==> config.mk <==
export PLATFORM = sky130hd
export DESIGN_NAME = pkt_steer_top
export DESIGN_NICKNAME = d
export VERILOG_FILES = /design/src/source/pkt_steer_pkg.sv /design/src/source/dest_apply.sv /design/src/source/frame_parser.sv /design/src/source/pkt_steer_top.sv /design/src/source/route_table.sv
export SDC_FILE = /design/constraint.sdc
export NUM_CORES = 1
export LEC_CHECK = 0
export ABC_CLOCK_PERIOD_IN_PS = 3360
export BUFFER_PORTS_ARGS = -buffer_cell sky130_fd_sc_hd__buf_2
export CAP_MARGIN = 20
export CORE_MARGIN = 10
export CORE_UTILIZATION = 45
export CTS_CLUSTER_DIAMETER = 150
export DETAILED_ROUTE_END_ITERATION = 12
export PLACE_DENSITY = 0.66
export SLEW_MARGIN = 20
export SYNTH_ARGS = -nofsm -noshare
export SYNTH_HDL_FRONTEND = slang
export SYNTH_SLANG_ARGS = --single-unit
==> constraint.sdc <==
create_clock -name core_clk -period 3.36 [get_ports core_clk]
set_input_delay 0.336 -clock core_clk [delete_from_list [all_inputs] [get_ports core_clk]]
set_output_delay 0.336 -clock core_clk [all_outputs]
set_load 0.01 [all_outputs]
==> src/source/pkt_steer_pkg.sv <==
package pkt_steer_pkg;

   // ----------------------------------------------------------------------
   // Stream geometry
   // ----------------------------------------------------------------------

   // One 64-bit beat with a byte enable per byte
   localparam int data_w = 64;
   localparam int keep_w = 8;

   // Packet tag sits in the top byte of the first beat
   localparam int tag_w = 8;

   // Free-running ingress timestamp
   localparam int ts_w = 48;

   // Packet and miss counters
   localparam int cnt_w = 16;

   // ----------------------------------------------------------------------
   // Route table
   // ----------------------------------------------------------------------

   // Low tag bits index the table
   localparam int table_depth = 16;
   localparam int idx_w       = $clog2(table_depth);

   // Destination port field
   localparam int port_w = 2;

   // ----------------------------------------------------------------------
   // Configuration strobe port
   // ----------------------------------------------------------------------

   localparam int cfg_addr_w = 5;
   localparam int cfg_data_w = 8;

   // Addresses 0..15 are table entries, then two registers
   localparam int cfg_addr_default = 16;
   localparam int cfg_addr_ctrl    = 17;

   // Entry layout in wdata is valid on bit 2 and port on bits 1:0
   localparam int entry_valid_bit = 2;

   // Control register bits
   localparam int ctrl_pause_bit = 0;

   // One stream beat
   typedef struct packed {
      logic [data_w-1:0] data;
      logic [keep_w-1:0] keep;
      logic              last;
   } beat_t;

   // Pipeline register carried between stages
   typedef struct packed {
      logic             valid;
      logic             sop;
      beat_t            beat;
      logic [tag_w-1:0] tag;
      logic [ts_w-1:0]  ts;
   } stage_t;

   // Result of a table lookup
   typedef struct packed {
      logic [port_w-1:0] dest;
      logic              hit;
   } route_t;

   // Single-cycle configuration write
   typedef struct packed {
      logic                  wr;
      logic [cfg_addr_w-1:0] addr;
      logic [cfg_data_w-1:0] wdata;
   } cfg_t;

endpackage

==> src/source/dest_apply.sv <==
`timescale 1ns/100ps

module dest_apply (
   input  logic                                  core_clk,
   input  logic                                  rst_n,
   input  logic                                  advance,
   input  pkt_steer_pkg::stage_t                 s2,
   input  pkt_steer_pkg::route_t                 r2,
   output pkt_steer_pkg::beat_t                  out_beat,
   output logic                                  out_valid,
   output logic [pkt_steer_pkg::port_w-1:0]      out_dest,
   output logic [pkt_steer_pkg::ts_w-1:0]        out_ts,
   output logic [pkt_steer_pkg::cnt_w-1:0]       pkt_count,
   output logic [pkt_steer_pkg::cnt_w-1:0]       miss_count
);

   import pkt_steer_pkg::*;

   // Route held for the beats after the first
   route_t route_hold;

   // Route applied to the beat in stage 2
   route_t cur_route;

   // Side info on the output beat
   logic   out_sop_q;
   logic   out_hit_q;

   // Output beat leaves this cycle
   logic   out_take;

   // ----------------------------------------------------------------------
   // Route latch
   // ----------------------------------------------------------------------

   // Route of the current packet kept for its later beats
   always_ff @(posedge core_clk or negedge rst_n) begin
      if (!rst_n) begin
         route_hold <= '0;
      end else if (advance && s2.valid && s2.sop) begin
         route_hold <= r2;
      end
   end

   // Fresh lookup on the first beat and the held copy afterwards
   assign cur_route = s2.sop ? r2 : route_hold;

   // ----------------------------------------------------------------------
   // Output register
   // ----------------------------------------------------------------------

   // Control part
   always_ff @(posedge core_clk or negedge rst_n) begin
      if (!rst_n) begin
         out_valid <= 1'b0;
         out_sop_q <= 1'b0;
      end else if (advance) begin
         out_valid <= s2.valid;
         out_sop_q <= s2.sop;
      end
   end

   // Payload part
   always_ff @(posedge core_clk) begin
      if (advance) begin
         out_beat  <= s2.beat;
         out_dest  <= cur_route.dest;
         out_hit_q <= cur_route.hit;
         out_ts    <= s2.ts;
      end
   end

   // ----------------------------------------------------------------------
   // Statistics
   // ----------------------------------------------------------------------

   // Sink takes the beat when out_ready is high
   assign out_take = out_valid && advance;

   // One count per packet as its first beat leaves
   always_ff @(posedge core_clk or negedge rst_n) begin
      if (!rst_n) begin
         pkt_count  <= '0;
         miss_count <= '0;
      end else if (out_take && out_sop_q) begin
         pkt_count <= pkt_count + cnt_w'(1);
         if (!out_hit_q) begin
            miss_count <= miss_count + cnt_w'(1);
         end
      end
   end

   // Dest only changes on a first beat even across stalls and bubbles
   a_dest_stable : assert property (
      @(posedge core_clk) disable iff (!rst_n)
      (out_valid && !out_sop_q) |-> $stable(out_dest)
   ) else $error("dest_apply: out_dest changed inside a packet");

endmodule

==> src/source/frame_parser.sv <==
`timescale 1ns/100ps

module frame_parser (
   input  logic                           core_clk,
   input  logic                           rst_n,
   input  pkt_steer_pkg::beat_t           in_beat,
   input  logic                           in_valid,
   output logic                           in_ready,
   input  logic [pkt_steer_pkg::ts_w-1:0] timestamp,
   input  logic                           advance,
   input  logic                           pause,
   output pkt_steer_pkg::stage_t          s1
);

   import pkt_steer_pkg::*;

   // Handshake
   logic             accept;

   // Start of packet tracking
   logic             sop_flag;

   // Per-packet values held for the beats after the first
   logic [tag_w-1:0] tag_hold;
   logic [ts_w-1:0]  ts_hold;

   // Tag and timestamp that go with the current input beat
   logic [tag_w-1:0] beat_tag;
   logic [ts_w-1:0]  beat_ts;

   // ----------------------------------------------------------------------
   // Input handshake
   // ----------------------------------------------------------------------

   // Pause blocks new input while the pipe keeps draining
   assign in_ready = advance && !pause;
   assign accept   = in_valid && in_ready;

   // ----------------------------------------------------------------------
   // Packet framing
   // ----------------------------------------------------------------------

   // Next accepted beat opens a packet once the last one closed
   always_ff @(posedge core_clk or negedge rst_n) begin
      if (!rst_n) begin
         sop_flag <= 1'b1;
      end else if (accept) begin
         sop_flag <= in_beat.last;
      end
   end

   // Capture tag and ingress time on the first beat only
   always_ff @(posedge core_clk) begin
      if (accept && sop_flag) begin
         tag_hold <= in_beat.data[data_w-1 -: tag_w];
         ts_hold  <= timestamp;
      end
   end

   // First beat uses the live values and later beats the held ones
   assign beat_tag = sop_flag ? in_beat.data[data_w-1 -: tag_w] : tag_hold;
   assign beat_ts  = sop_flag ? timestamp : ts_hold;

   // ----------------------------------------------------------------------
   // Stage 1 register
   // ----------------------------------------------------------------------

   // Moves with the rest of the pipe and carries a bubble when nothing is accepted
   always_ff @(posedge core_clk or negedge rst_n) begin
      if (!rst_n) begin
         s1 <= '0;
      end else if (advance) begin
         s1.valid <= accept;
         s1.sop   <= sop_flag;
         s1.beat  <= in_beat;
         s1.tag   <= beat_tag;
         s1.ts    <= beat_ts;
      end
   end

   // Framing depends on last, so an X here would corrupt every later packet
   a_last_known : assert property (
      @(posedge core_clk) disable iff (!rst_n)
      in_valid |-> !$isunknown(in_beat.last)
   ) else $error("frame_parser: in_valid with unknown last flag");

endmodule

==> src/source/pkt_steer_top.sv <==
`timescale 1ns/100ps

module pkt_steer_top (
   input  logic                           core_clk,
   input  logic                           rst_n,

   // Input stream
   input  pkt_steer_pkg::beat_t           in_beat,
   input  logic                           in_valid,
   output logic                           in_ready,

   // Output stream
   output pkt_steer_pkg::beat_t           out_beat,
   output logic [pkt_steer_pkg::port_w-1:0] out_dest,
   output logic [pkt_steer_pkg::ts_w-1:0] out_ts,
   output logic                           out_valid,
   input  logic                           out_ready,

   // Configuration and status
   input  pkt_steer_pkg::cfg_t            cfg,
   input  logic [pkt_steer_pkg::ts_w-1:0] timestamp,
   output logic [pkt_steer_pkg::cnt_w-1:0] pkt_count,
   output logic [pkt_steer_pkg::cnt_w-1:0] miss_count
);

   import pkt_steer_pkg::*;

   // Stage registers between blocks
   stage_t s1;
   stage_t s2;
   route_t r2;

   // Pause level from the control register
   logic   pause;

   // Whole pipe steps on out_ready
   logic   advance;

   assign advance = out_ready;

   // ----------------------------------------------------------------------
   // Stage 1 parse and timestamp
   // ----------------------------------------------------------------------
   frame_parser frame_parser_i (
      .core_clk  (core_clk),
      .rst_n     (rst_n),
      .in_beat   (in_beat),
      .in_valid  (in_valid),
      .in_ready  (in_ready),
      .timestamp (timestamp),
      .advance   (advance),
      .pause     (pause),
      .s1        (s1)
   );

   // ----------------------------------------------------------------------
   // Stage 2 table lookup
   // ----------------------------------------------------------------------
   route_table route_table_i (
      .core_clk (core_clk),
      .rst_n    (rst_n),
      .cfg      (cfg),
      .advance  (advance),
      .s1       (s1),
      .pause    (pause),
      .s2       (s2),
      .r2       (r2)
   );

   // ----------------------------------------------------------------------
   // Stage 3 apply dest and count
   // ----------------------------------------------------------------------
   dest_apply dest_apply_i (
      .core_clk   (core_clk),
      .rst_n      (rst_n),
      .advance    (advance),
      .s2         (s2),
      .r2         (r2),
      .out_beat   (out_beat),
      .out_valid  (out_valid),
      .out_dest   (out_dest),
      .out_ts     (out_ts),
      .pkt_count  (pkt_count),
      .miss_count (miss_count)
   );

endmodule

==> src/source/route_table.sv <==
`timescale 1ns/100ps

module route_table (
   input  logic                  core_clk,
   input  logic                  rst_n,
   input  pkt_steer_pkg::cfg_t   cfg,
   input  logic                  advance,
   input  pkt_steer_pkg::stage_t s1,
   output logic                  pause,
   output pkt_steer_pkg::stage_t s2,
   output pkt_steer_pkg::route_t r2
);

   import pkt_steer_pkg::*;

   // Table storage as valid bits and port fields
   logic [table_depth-1:0]             entry_valid;
   logic [table_depth-1:0][port_w-1:0] entry_port;

   // Miss target and control register
   logic [port_w-1:0]                  default_port;
   logic                               pause_q;

   // Config decode
   logic                               cfg_table_wr;
   logic [idx_w-1:0]                   cfg_idx;

   // Lookup path
   logic [idx_w-1:0]                   lookup_idx;
   route_t                             lookup;

   // ----------------------------------------------------------------------
   // Configuration writes
   // ----------------------------------------------------------------------

   // Addresses below table_depth hit a table entry
   assign cfg_table_wr = cfg.wr && (cfg.addr < cfg_addr_w'(table_depth));
   assign cfg_idx      = cfg.addr[idx_w-1:0];

   // Valid bits, default port and pause
   // Anything above the control address falls through untouched
   always_ff @(posedge core_clk or negedge rst_n) begin
      if (!rst_n) begin
         entry_valid  <= '0;
         default_port <= '0;
         pause_q      <= 1'b0;
      end else if (cfg.wr) begin
         if (cfg_table_wr) begin
            entry_valid[cfg_idx] <= cfg.wdata[entry_valid_bit];
         end else if (cfg.addr == cfg_addr_w'(cfg_addr_default)) begin
            default_port <= cfg.wdata[port_w-1:0];
         end else if (cfg.addr == cfg_addr_w'(cfg_addr_ctrl)) begin
            pause_q <= cfg.wdata[ctrl_pause_bit];
         end
      end
   end

   // Port field of each entry
   always_ff @(posedge core_clk) begin
      if (cfg_table_wr) begin
         entry_port[cfg_idx] <= cfg.wdata[port_w-1:0];
      end
   end

   // Level to the parser
   assign pause = pause_q;

   // ----------------------------------------------------------------------
   // Lookup
   // ----------------------------------------------------------------------

   // Low tag bits select the entry
   assign lookup_idx = s1.tag[idx_w-1:0];

   // Valid entry gives its port and a miss falls back to default
   always_comb begin
      if (entry_valid[lookup_idx]) begin
         lookup.dest = entry_port[lookup_idx];
         lookup.hit  = 1'b1;
      end else begin
         lookup.dest = default_port;
         lookup.hit  = 1'b0;
      end
   end

   // ----------------------------------------------------------------------
   // Stage 2 register
   // ----------------------------------------------------------------------

   // Route only reloads on a real first beat
   always_ff @(posedge core_clk or negedge rst_n) begin
      if (!rst_n) begin
         s2 <= '0;
         r2 <= '0;
      end else if (advance) begin
         s2 <= s1;
         if (s1.valid && s1.sop) begin
            r2 <= lookup;
         end
      end
   end

   // Out-of-range write leaves every reset-visible register as it was
   a_cfg_range : assert property (
      @(posedge core_clk) disable iff (!rst_n)
      (cfg.wr && (cfg.addr > cfg_addr_w'(cfg_addr_ctrl))) |=>
         ($stable(entry_valid) && $stable(default_port) && $stable(pause_q))
   ) else $error("route_table: out-of-range config write changed state");

endmodule

# Word level (Yosys, flattened, before mapping)
# Index checks and enable logic that the tools add are counted.
# classes
n_addsub,2
magnitude_cmp,4
eq_ne,2
n_mux,14
bitwise,3
reduce_logical,16
# ops
operator,count
2-to-1 mux 48 bit,1
adder 16 x 1 -> 16 bit (second input constant),2
bitwise mux 32 bit,1
bitwise mux 16 bit,1
equality test 5 bit (second input constant),2
logical AND 1 bit,10
< comparator 4 x 5 -> 1 bit (second input constant),2
binary-select mux 2 bit (select 4 bit),1
demux 2 bit (select 4 bit),1
2-to-1 mux 3 bit,2
AND reduction 2 bit,3
< comparator 5 bit (second input constant),1
binary-select mux 1 bit (select 4 bit),1
demux 1 bit (select 4 bit),1
>= comparator 4 x 1 -> 1 bit (second input constant),1
2-to-1 mux 2 bit,2
2-to-1 mux 4 bit,1
AND reduction 4 bit,1
inverter 1 bit,3
AND reduction 3 bit,1
2-to-1 mux 1 bit,2
zero test 1 bit,1
# totals
regBits,518
inputBits,139
out_inout_bits,157
wordCells,90

# Logic depth before layout (Yosys ltp)
# Gate-level depths: netlist of run 1.
# depth
ltp_word,5
depth_mapped,5
mapped_depth_nobuf,5

# Hierarchy
# From an unflattened synthesis of run 1, not the netlist that was laid out.
# hier_totals
cells_unflattened,1140
hier_area_um2,19688.9
# by_module_without_submodules
module,instances,cells_each,area_each_um2
route_table,1,420,7213.2
frame_parser,1,466,7116.8
dest_apply,1,254,5358.9

# Least setup slack after synthesis of run 1
# OpenSTA, ideal clock, no wires.
# synth_timing
kind,reg-to-reg
from,reg frame_parser_i.sop_flag
to,"reg frame_parser_i.tag_hold[0], enable pin"
setup_time_ps,415
arrival_time_ps,2466
required_ps,2945
path_slack_ps,479
stages_incl_launch_ff,4
synth_period_minus_slack_ps,2881
path_cell_list,dfstp_2 -> buf_2 -> clkbuf_1 -> and3_1
# synth_via
elab_chain_cells,1
# synth_lines
element,line,text
"start, declared",frame_parser.sv:21,logic sop_flag;
"start signal, assigned",frame_parser.sv:48,sop_flag <= in_beat.last;
logical AND 1 bit,frame_parser.sv:54,if (accept && sop_flag) begin
"end signal, assigned",frame_parser.sv:55,tag_hold <= in_beat.data[data_w-1 -: tag_w];
"end, declared",frame_parser.sv:24,logic [tag_w-1:0] tag_hold;
# No other way between the ends.
# A chain may end at the register's enable or synchronous reset.

# Final worst setup path of run 1
# layout_timing
from,"reg, netlist name frame_parser_i.s1[49]"
to,"reg, netlist name route_table_i.r2[1]"
# layout_via
elab_chain_cells,3
# layout_lines
element,line,text
binary-select mux 2 bit (select 4 bit) or binary-select mux 1 bit (select 4 bit) (tied branches),"route_table.sv:78, route_table.sv:77",
2-to-1 mux 2 bit (implied by the code) or 2-to-1 mux 1 bit (tied branches),"route_table.sv:78, route_table.sv:77",
2-to-1 mux 3 bit (*),route_table.sv:77,if (entry_valid[lookup_idx]) begin
# Mark *: on every way between the ends. The rest lies on a longest branch, timed or not. The select of a mux whose other input is x is not followed.

==> results of run 1 <==
==> cell usage after synthesis, types with 5 or more instances <==
cell type	number
inv_1	6
clkbuf_1	31
nand4_1	9
mux4_2	12
a21oi_1	52
edfxtp_1	208
nor2b_1	5
nand2_1	17
xor2_1	13
dfrtp_1	309
nand3_1	7
mux2_2	228
buf_2	12
nor2_1	77
nor3_1	5
o21ai_0	6
xnor2_1	17
mux2i_1	55
==> layout make-up <==
cell class                 count  share of cell area [%]
multi-input combinational    533                    19.5
sequential                   518                    58.4
inverter                       6                  0.0939
clock inverter                23                   0.887
clock buffer                  76                    6.27
timing repair buffer         427                    12.0
tap                          539                    2.81
==> worst max-delay path, cell delays in order (launching register included) <==
cell	delay (ns)
dfrtp_1	0.84
mux4_2	0.44
a22oi_1	0.39
a21bo_2	0.23
o21ai_0	0.07
==> path summary, 6_finish.rpt <==
path / endpoint / slack, ns / cells past startpoint
max: route_table_i.r2[1] / 1.25 / 4
min: route_table_i.pause / 0.12 / 3
max reg2reg: route_table_i.r2[1] / 1.25 / 4
min reg2reg: dest_apply_i.out_beat[11] / 0.43 / 0
max in group asynchronous: route_table_i.s2[81] / 2.13 / 3
min in group asynchronous: frame_parser_i.s1[38] / 0.35 / 2
==> kinds of logic after synthesis <==
logic type | Yosys count | synth area share, %
muxes | 295 | 17.9
xor gates and xnor gates | 30 | 1.39
and+or+nand+nor | 142 | 3.53
buffers and inverters | 54 | 1.17
adders and majority gates | 2 | 0.132
AOI/OAI and AO/OA | 64 | 1.81
DFF | 518 | 74.1
==> power groups by stage <==
| stage | clock (W) | combinational, W | sequential (W) |
|---|---|---|---|
| 3_5_place_dp | 0 | 0.00165 | 0.00798 |
| 2_1_floorplan | 0 | 0.000916 | 0.00795 |
| 3_3_place_gp | 0 | 0.00160 | 0.00795 |
| 4_1_cts | 0.00591 | 0.00178 | 0.00787 |
| 5_1_grt | 0.00615 | 0.00191 | 0.00796 |
| 6_report | 0.00572 | 0.00174 | 0.00786 |
==> through the flow <==
step / hold WS (ns) / area [um2] / total power, W / instances / worst slack, ns
2_1_floorplan: 0.0404 / 18900 / 0.00886 / 1105 / 0.479
3_3_place_gp: 0.395 / 21100 / 0.00955 / 1901 / 1.25
3_5_place_dp: 0.403 / 21100 / 0.00963 / 1901 / 1.23
4_1_cts: 0.0686 / 24000 / 0.0156 / 2122 / 1.23
5_1_grt: 0.0924 / 24000 / 0.0160 / 2122 / 1.13
6_report: 0.116 / 24000 / 0.0153 / 2122 / 1.25
==> timing repair <==
item,in CTS,in global routing
endpoints found under the setup margin,0,0
hold endpoints to repair,198,0
hold buffers,122,0
==> per-layer routing <==
layer	global-route usage (%)	up-vias	wire, um
met5	0	-	0
met4	5.92	0	1090
met3	3.15	67	2120
met2	25.3	213	19300
met1	19.6	5191	16200
li1	-	4912	-
==> registers in the layout, summed over array words and instances (netlist names), 2 cells and up <==
register                    cells
dest_apply_i.miss_count        16
dest_apply_i.out_beat          73
dest_apply_i.out_dest           2
dest_apply_i.out_ts            48
dest_apply_i.pkt_count         16
dest_apply_i.route_hold         3
frame_parser_i.s1             127
frame_parser_i.tag_hold         4
frame_parser_i.ts_hold         48
route_table_i.default_port      2
route_table_i.entry_port       32
route_table_i.entry_valid      16
route_table_i.r2                3
route_table_i.s2              123
==> results.tsv, run 1 <==
stage	metric	value	unit
critical_path	Worst Setup SP	frame_parser_i.s1[49]	
power_and_ir_drop	Leak Pwr	10.1	nW
power_and_ir_drop	Worst VDD drop	428	uV
synthesis	register area share after synthesis	74.1	%
synthesis	Synth area leader	dfrtp_1	
die	Die ar.	0.0506	mm2
synthesis	Yosys reg bits	518	
critical_path	startpoint types	register	
detailed_routing	1st-pass router iterations	4	
power_and_ir_drop	Clk pwr share	37.4	%
die	Starting Density	45.3	%
layout	register area	0.0140	mm2
grt	antenna violations before repair	0	
detailed_routing	routed vias/inst	4.89	
layout	antenna cells	0	
power_and_ir_drop	combinational group share of total power	11.3	%
grt	first-pass GRT wire length	61500	um
critical_path	Crit Reg-Reg Startpoint	frame_parser_i.s1[49]	
detailed_routing	WL per Instance	18.2	um
layout	commonest cells after routing, fill and taps aside	dfrtp_1, buf_2, mux2_2, edfxtp_1, dlygate4sd3_1	
clock_network	clk slew on worst S/H paths	0.06	ns
clock_network	clk root buf	clkbuf_16	
layout	footprint of the multi-input gates	0.00469	mm2
timing	skew final	0.0150	ns
synthesis	top cells by area, synth	dfrtp_1, edfxtp_1, mux2_2, mux2i_1, nor2_1	
flow_run	Max-Cap Viols	0	
timing	Max-slew headroom	39.1	%
synthesis	Post-Synthesis Cells	1105	
layout	final core occ	57.4	%
placed_design	I/O Buffers	290	
timing	Final min period	2.11	ns
synthesis	Syn Nets	1246	
grt	grt ovf	0	
placed_design	GP Congestion	0.769	
layout	Area Growth Syn to Fin	26.8	%
synthesis	cell area after synthesis	0.0189	mm2
timing	setup violators final	0	
clock_network	clk_lat worst skew	0.58	ns
die	boundary pin count	296	
timing	f_max	474	MHz
critical_path	Worst setup EP type	register	
layout	# fillers	3249	
clock_network	Setup Buffers After CTS	0	
power_and_ir_drop	switch share	23.6	%
synthesis	Post-synth EDFFs	208	
clock_network	CTS sink count	518	
synthesis	Warnings, synthesis	0	
critical_path	CP arrival	2.56	ns
timing	setup tns final	0	ns
layout	Nets	1680	
synthesis	synth unique cells	39	
grt	GRT Overall Usage	15.3	%
power_and_ir_drop	Seq pwr share	51.3	%
clock_network	CTS buffer count	53	
die	Rows	75	
synthesis	Syn Area/Cell	17.1	um2
timing	Slew Limit Fails	0	
status	status	complete, no violations	
critical_path	WP data required	3.81	ns
detailed_routing	residual DRC count	0	
clock_network	CTS H-Tree Depth	2	
detailed_routing	1st-iter DRT viols	526	
min_path	hold_sp	cfg[8]	
clock_network	post_cts resized	0	
grt	largest net degree at the start of global routing	139	
synthesis	async set-reset flop share out of synthesis	59.8	%
power_and_ir_drop	Int Pwr	0.0117	W
clock_network	CTS tree	built	
detailed_routing	WL final	38700	um
timing	fin crit share	62.8	%
grt	vias in the first global route	10900	
synthesis	Yosys top cell area share	40.9	%
timing	Worst-Margin Slew	0.914	ns
power_and_ir_drop	P per Cell Area	638	mW/mm2
die	Core ar.	0.0418	mm2
layout	layout cells sized above 1	39.7	%
critical_path	CP max FO	13	
clock_network	clock tree buffer depth	3	
die	Die Wd	225	um
power_and_ir_drop	NetSw	0.00361	W
timing	Hold Violations, Final	0	
synthesis	Main synth FF type	dfrtp_1	
min_path	worst hold path class	in2reg	
placed_design	DP Wirelength	25400	um
layout	commonest non-fill, non-tap cell in the layout	dfrtp_1	
detailed_routing	via count	10400	
detailed_routing	Routed Antenna Nets	0	
critical_path	critical path class	reg2reg	
die	Die Height	225	um
timing	RSZ-0062 raised after global routing	no	
No activity file was read; power rests on OpenSTA's default activity.
==> run 2: changes to the inputs <==
Settings changed: ABC_CLOCK_PERIOD_IN_PS 3360 to 1690, PLACE_DENSITY 0.66 to 0.68.
Clock period 3.36 ns to 1.69 ns, I/O delays scaled along.
==> results.tsv, run 2 (synthesized netlist as in run 1, its figures left out) <==
stage	metric	value	unit	change
critical_path	startpoint types	register		
die	boundary pin count	296		unchanged
clock_network	CTS buffer count	54		+1.9%
die	Die ar.	0.0506	mm2	unchanged
power_and_ir_drop	Worst VDD drop	907	uV	+110%
clock_network	clk_lat worst skew	0.59	ns	about the same
timing	setup violators final	1		+1
critical_path	Worst path max stage delay	0.51	ns	-0.33 ns
placed_design	Placed Instance Area	0.0216	mm2	+2.7%
flow_run	Max-Cap Viols	0		unchanged
grt	antenna violations before repair	0		unchanged
timing	skew final	0.0203	ns	+0.00529 ns
layout	register area	0.0140	mm2	about the same
status	failing checks	setup timing		
placed_design	GP Congestion	0.794		+3.2%
detailed_routing	1st-iter DRT viols	585		+11%
grt	grt ovf	0		unchanged
detailed_routing	residual DRC count	0		unchanged
placed_design	I/O Buffers	290		unchanged
timing	Final min period	1.70	ns	-0.407 ns
power_and_ir_drop	Leak Pwr	10.5	nW	+4.1%
timing	Worst-Margin Slew	0.489	ns	-0.425 ns
clock_network	clock tree buffer depth	3		unchanged
layout	layout cells sized above 1	42.2	%	+2.5 points
detailed_routing	WL per Instance	18.5	um	+1.6%
critical_path	WP data required	2.15	ns	-1.66 ns
timing	Slew Limit Fails	0		unchanged
critical_path	worst r2r dst	route_table_i.r2[2]		
clock_network	CTS H-Tree Depth	2		unchanged
grt	largest net degree at the start of global routing	98		-29%
die	Core ar.	0.0418	mm2	unchanged
grt	GRT Overall Usage	16.0	%	+0.66 points
layout	Area Growth Syn to Fin	31.4	%	
detailed_routing	via count	10700		+3.4%
layout	largest register by flop count	frame_parser_i.s1		
timing	final worst setup slack	-0.0121	ns	-1.26 ns
layout	final core occ	59.5	%	+2.1 points
critical_path	critical-path cell list	buf_12, mux4_2, mux2_2, o21ai_2, o21ai_1		
timing	f_max	588	MHz	+24%
layout	max FFs per register	127		unchanged
timing	RSZ-0062 raised after global routing	yes		
timing	Max-slew headroom	67.4	%	+28 points
status	status	complete, but fails checks		
critical_path	r2r setup slk	-0.01	ns	-1.26 ns
critical_path	Crit Reg-Reg Startpoint	frame_parser_i.s1[49]		
detailed_routing	1st-pass router iterations	5		+1
critical_path	Worst Setup SP	frame_parser_i.s1[49]		
critical_path	R2R depth	5		+1
clock_network	CTS sink count	518		unchanged
clock_network	clk root buf	clkbuf_16		
clock_network	clk slew on worst S/H paths	0.06	ns	about the same
placed_design	DP Wirelength	27100	um	+6.6%
timing	fin crit share	101	%	+38 points
critical_path	CP max FO	5		-8
grt	vias in the first global route	11600		+6.4%
grt	first-pass GRT wire length	64200	um	+4.5%
critical_path	CP max-delay cell	mux4_2		
critical_path	Critical Path End	route_table_i.r2[2]		
layout	commonest cells after routing, fill and taps aside	dfrtp_1, buf_2, mux2_2, edfxtp_1, dlygate4sd3_1		
timing	setup tns final	-0.0121	ns	-0.0121 ns
layout	Finished Cell Area	0.0248	mm2	+3.6%
layout	registers with the most flip-flops	frame_parser_i.s1 x127, route_table_i.s2 x123, dest_apply_i.out_beat x73		
die	Starting Density	45.3	%	unchanged
die	Rows	75		unchanged
critical_path	CP arrival	2.16	ns	-0.40 ns
power_and_ir_drop	P per Cell Area	1280	mW/mm2	+100%
layout	Nets	1734		+3.2%
detailed_routing	routed vias/inst	4.93		+0.69%
layout	commonest non-fill, non-tap cell in the layout	dfrtp_1		
die	Die Height	225	um	unchanged
critical_path	critical path class	reg2reg		
detailed_routing	WL final	40300	um	+4.3%
min_path	worst hold path class	in2async		
die	Die Wd	225	um	unchanged
clock_network	CTS tree	built		
detailed_routing	Routed Antenna Nets	0		unchanged
timing	Hold Violations, Final	0		unchanged
layout	footprint of the multi-input gates	0.00472	mm2	+0.77%
critical_path	Worst setup EP type	register		
layout	# fillers	3098		-4.6%
## run 2: where the power goes
part | total, W | switching [W] | internal (W)
clock | 0.0122 | 0.00480 | 0.00744
sequential | 0.0156 | 0.000786 | 0.0148
combinational | 0.00389 | 0.00180 | 0.00209
total | 0.0317 | 0.00738 | 0.0243
## run 2: timing repair
| item | CTS | global route |
|---|---|---|
| pin swaps | 4 | 2 |
| endpoints found under the setup margin | 3 | 7 |
| cloned | 1 | 0 |
| hold endpoints to repair | 520 | 0 |
| resized for setup | 10 | 7 |
| setup buffers | 2 | 0 |
| hold buffers | 128 | 0 |
## run 2: routing by layer
| metal | up-vias | global-route usage, % | wire, um |
|---|---|---|---|
| li1 | 5016 | - | - |
| met1 | 5416 | 19.4 | 16500 |
| met2 | 233 | 27.8 | 20900 |
| met3 | 71 | 3.60 | 1990 |
| met4 | 0 | 5.07 | 1030 |
| met5 | - | 0 | 0 |
## run 2: final cells by class
cell class                      count  area share, %
Inverter                            6         0.0906
Multi-Input combinational cell    533           19.0
Tap cell                          539           2.71
Sequential cell                   518           56.4
Clock inverter                     29           1.51
Clock buffer                       73           6.01
Antenna cell                        1         0.0101
Timing Repair Buffer              480           14.3
## run 2: worst min path at each step
stage	slack [ns]	startpoint	cells past startpoint	endpoint
6_report	0.06	rst_n	2	frame_parser_i.s1[40]
5_1_grt	0.07	rst_n	2	frame_parser_i.s1[40]
4_1_cts	0.02	cfg[2]	2	route_table_i.entry_valid[9]
3_5_place_dp	0.07	rst_n	1	frame_parser_i.s1[40]
3_3_place_gp	0.07	rst_n	1	route_table_i.s2[40]
2_1_floorplan	-0.13	rst_n	0	dest_apply_i.miss_count[0]
## run 2: critical path: cells and delay by family (launching register included)
| family | cells | cell delay, ns |
|---|---|---|
| buf+inv | 1 | 0.15 |
| compound gates | 2 | 0.19 |
| mux | 2 | 0.79 |
| flops | 1 | 0.45 |
## run 2: per-stage QoR
step	setup WS [ns]	instances	hold WS [ns]	power (W)
finish	-0.0121	2179	0.0598	0.0317
global route	-0.0752	2178	0.0687	0.0331
CTS	-0.0104	2178	0.0174	0.0321
detailed placement	-0.0755	1945	0.0722	0.0194
global placement	-0.0769	1945	0.0703	0.0193
floorplan	-0.00765	1105	-0.127	0.0177
==> run 3: changes to the inputs <==
Settings changed: CORE_UTILIZATION 45 to 51, PLACE_DENSITY 0.68 to 0.76.
==> results.tsv, run 3 (synthesized netlist as in run 1, its figures left out) <==
stage	metric	value	unit	change
die	boundary pin count	296		unchanged
layout	antenna cells	0		-1
die	Die Wd	213	um	-5.5%
timing	setup tns final	0	ns	+0.0121 ns
power_and_ir_drop	Leak Pwr	10.3	nW	-1.8%
layout	register area	0.0140	mm2	unchanged
die	Starting Density	51.7	%	+6.4 points
layout	Area Growth Syn to Fin	28.6	%	
power_and_ir_drop	Worst VDD drop	900	uV	-0.73%
critical_path	crit path buf inv count	3		+2
layout	commonest cells after routing, fill and taps aside	dfrtp_1, buf_2, mux2_2, edfxtp_1, dlygate4sd3_1		
timing	skew final	0.0138	ns	-0.00654 ns
critical_path	WP data required	2.13	ns	-0.02 ns
critical_path	CP arrival	2.09	ns	-0.07 ns
critical_path	CP max FO	167		+162
power_and_ir_drop	P per Cell Area	1250	mW/mm2	-2.0%
detailed_routing	WL per Instance	19.7	um	+6.4%
clock_network	clock tree buffer depth	3		unchanged
detailed_routing	Routed Antenna Nets	0		unchanged
critical_path	startpoint types	input port		
critical_path	r2r setup slk	0.08	ns	+0.09 ns
critical_path	critical-path cell list	dlygate4sd3_1, buf_8, buf_16, mux2_2		
layout	commonest non-fill, non-tap cell in the layout	dfrtp_1		
timing	setup violators final	0		-1
timing	Worst Hold Slack	0.0495	ns	-0.0103 ns
clock_network	clk slew on worst S/H paths	0.06	ns	about the same
clock_network	CTS H-Tree Depth	2		unchanged
layout	Nets	1726		-0.46%
min_path	worst hold path class	in2async		
grt	GRT Overall Usage	18.1	%	+2.1 points
detailed_routing	routed vias/inst	5.17		+5.0%
placed_design	I/O Buffers	290		unchanged
clock_network	CTS buffer count	50		-7.4%
detailed_routing	1st-iter DRT viols	630		+7.7%
clock_network	CTS sink count	518		unchanged
status	status	complete, no violations		
clock_network	Setup Buffers After CTS	0		-2
critical_path	CP max-delay cell	dlygate4sd3_1		
die	Core ar.	0.0366	mm2	-12%
detailed_routing	residual DRC count	0		unchanged
timing	Max-slew headroom	42.1	%	-25 points
grt	first-pass GRT wire length	63800	um	-0.67%
layout	largest register by flop count	frame_parser_i.s1		
die	Rows	70		-6.7%
timing	fin crit share	97.2	%	-3.5 points
clock_network	CTS tree	built		
placed_design	GP Congestion	0.781		-1.6%
placed_design	DP Wirelength	26600	um	-2.0%
critical_path	Worst path max stage delay	0.61	ns	+0.10 ns
critical_path	R2R depth	6		+1
grt	largest net degree at the start of global routing	168		+71%
die	Die ar.	0.0452	mm2	-11%
timing	Slew Limit Fails	0		unchanged
layout	layout cells sized above 1	41.3	%	-0.89 points
die	Die Height	213	um	-5.5%
layout	# fillers	2446		-21%
critical_path	Worst Setup SP	out_ready		
critical_path	critical path depth	4		-1
detailed_routing	via count	10800		+0.92%
layout	final core occ	66.4	%	+6.9 points
timing	RSZ-0062 raised after global routing	no		
critical_path	critical path class	in2reg		
grt	antenna violations before repair	0		unchanged
grt	grt ovf	0		unchanged
flow_run	Max-Cap Viols	0		unchanged
timing	Final min period	1.64	ns	-0.0587 ns
layout	footprint of the multi-input gates	0.00471	mm2	-0.26%
clock_network	clk root buf	clkbuf_16		
timing	Worst-Margin Slew	0.868	ns	+0.380 ns
critical_path	Crit Reg-Reg Startpoint	frame_parser_i.s1[49]		
critical_path	CP delay by family, top	buffers and inverters		
critical_path	Worst setup EP type	register		
detailed_routing	WL final	41200	um	+2.2%
timing	f_max	609	MHz	+3.6%
layout	max FFs per register	127		unchanged
critical_path	worst r2r dst	route_table_i.r2[1]		
clock_network	clk_lat worst skew	0.58	ns	about the same
detailed_routing	1st-pass router iterations	5		unchanged
timing	Hold Violations, Final	0		unchanged
layout	registers with the most flip-flops	frame_parser_i.s1 x127, route_table_i.s2 x123, dest_apply_i.out_beat x73		
grt	vias in the first global route	11500		-0.71%
critical_path	Critical Path End	frame_parser_i.s1[97]		
==> run 3: how the worst min path moves through the flow <==
stage	to	start
finish	frame_parser_i.s1[48]	rst_n
global route	frame_parser_i.s1[48]	rst_n
CTS	route_table_i.entry_valid[0]	rst_n
detailed placement	route_table_i.entry_valid[0]	rst_n
global placement	frame_parser_i.s1[48]	rst_n
floorplan	dest_apply_i.miss_count[0]	rst_n
==> run 3: stage by stage <==
step / worst slack [ns] / cells / power [W] / instance area (um2)
global route: 0.0121 / 2094 / 0.0317 / 24300
detailed placement: -0.0505 / 1872 / 0.0194 / 21400
global placement: -0.0203 / 1872 / 0.0192 / 21400
floorplan: -0.00765 / 1105 / 0.0177 / 18900
CTS: 0.00610 / 2093 / 0.0306 / 24300
finish: 0.0466 / 2094 / 0.0304 / 24300
==> run 3: what timing repair did <==
item,4_1_cts,5_1_grt
pin swaps,0,1
hold buffers,128,0
hold endpoints to repair,464,0
resized for setup,1,13
setup endpoints to repair,3,48
gates cloned,0,1
==> run 3: worst register-to-register path: stages (launching register included) <==
cell     delay, ns
dfrtp_2       0.41
buf_6         0.12
buf_4         0.10
mux4_2        0.48
mux2i_1       0.17
mux2_4        0.17
o21ai_1       0.06
==> run 3: per-layer routing <==
metal / track usage, % / wire, um / vias up
li1: - / - / 4981
met1: 21.9 / 16300 / 5496
met2: 31.4 / 21600 / 277
met3: 3.93 / 2090 / 81
met4: 6.11 / 1170 / 0
met5: 0 / 0 / -
==> run 3: area by class of cell <==
| type | count | share of cell area [%] |
|---|---|---|
| Clock buffer | 70 | 5.75 |
| Clock inverter | 23 | 0.880 |
| Inverter | 6 | 0.0926 |
| Multi-Input combinational cell | 533 | 19.4 |
| Sequential cell | 518 | 57.6 |
| Tap cell | 468 | 2.41 |
| Timing Repair Buffer | 476 | 13.9 |
==> run 3: report_power, final <==
part | internal (W) | switching [W] | total [W] | leakage, nW
Clock | 0.00638 | 0.00457 | 0.0110 | 0.797
Combinational | 0.00204 | 0.00178 | 0.00382 | 3.88
Sequential | 0.0148 | 0.000827 | 0.0156 | 5.61
Total | 0.0232 | 0.00718 | 0.0304 | 10.3
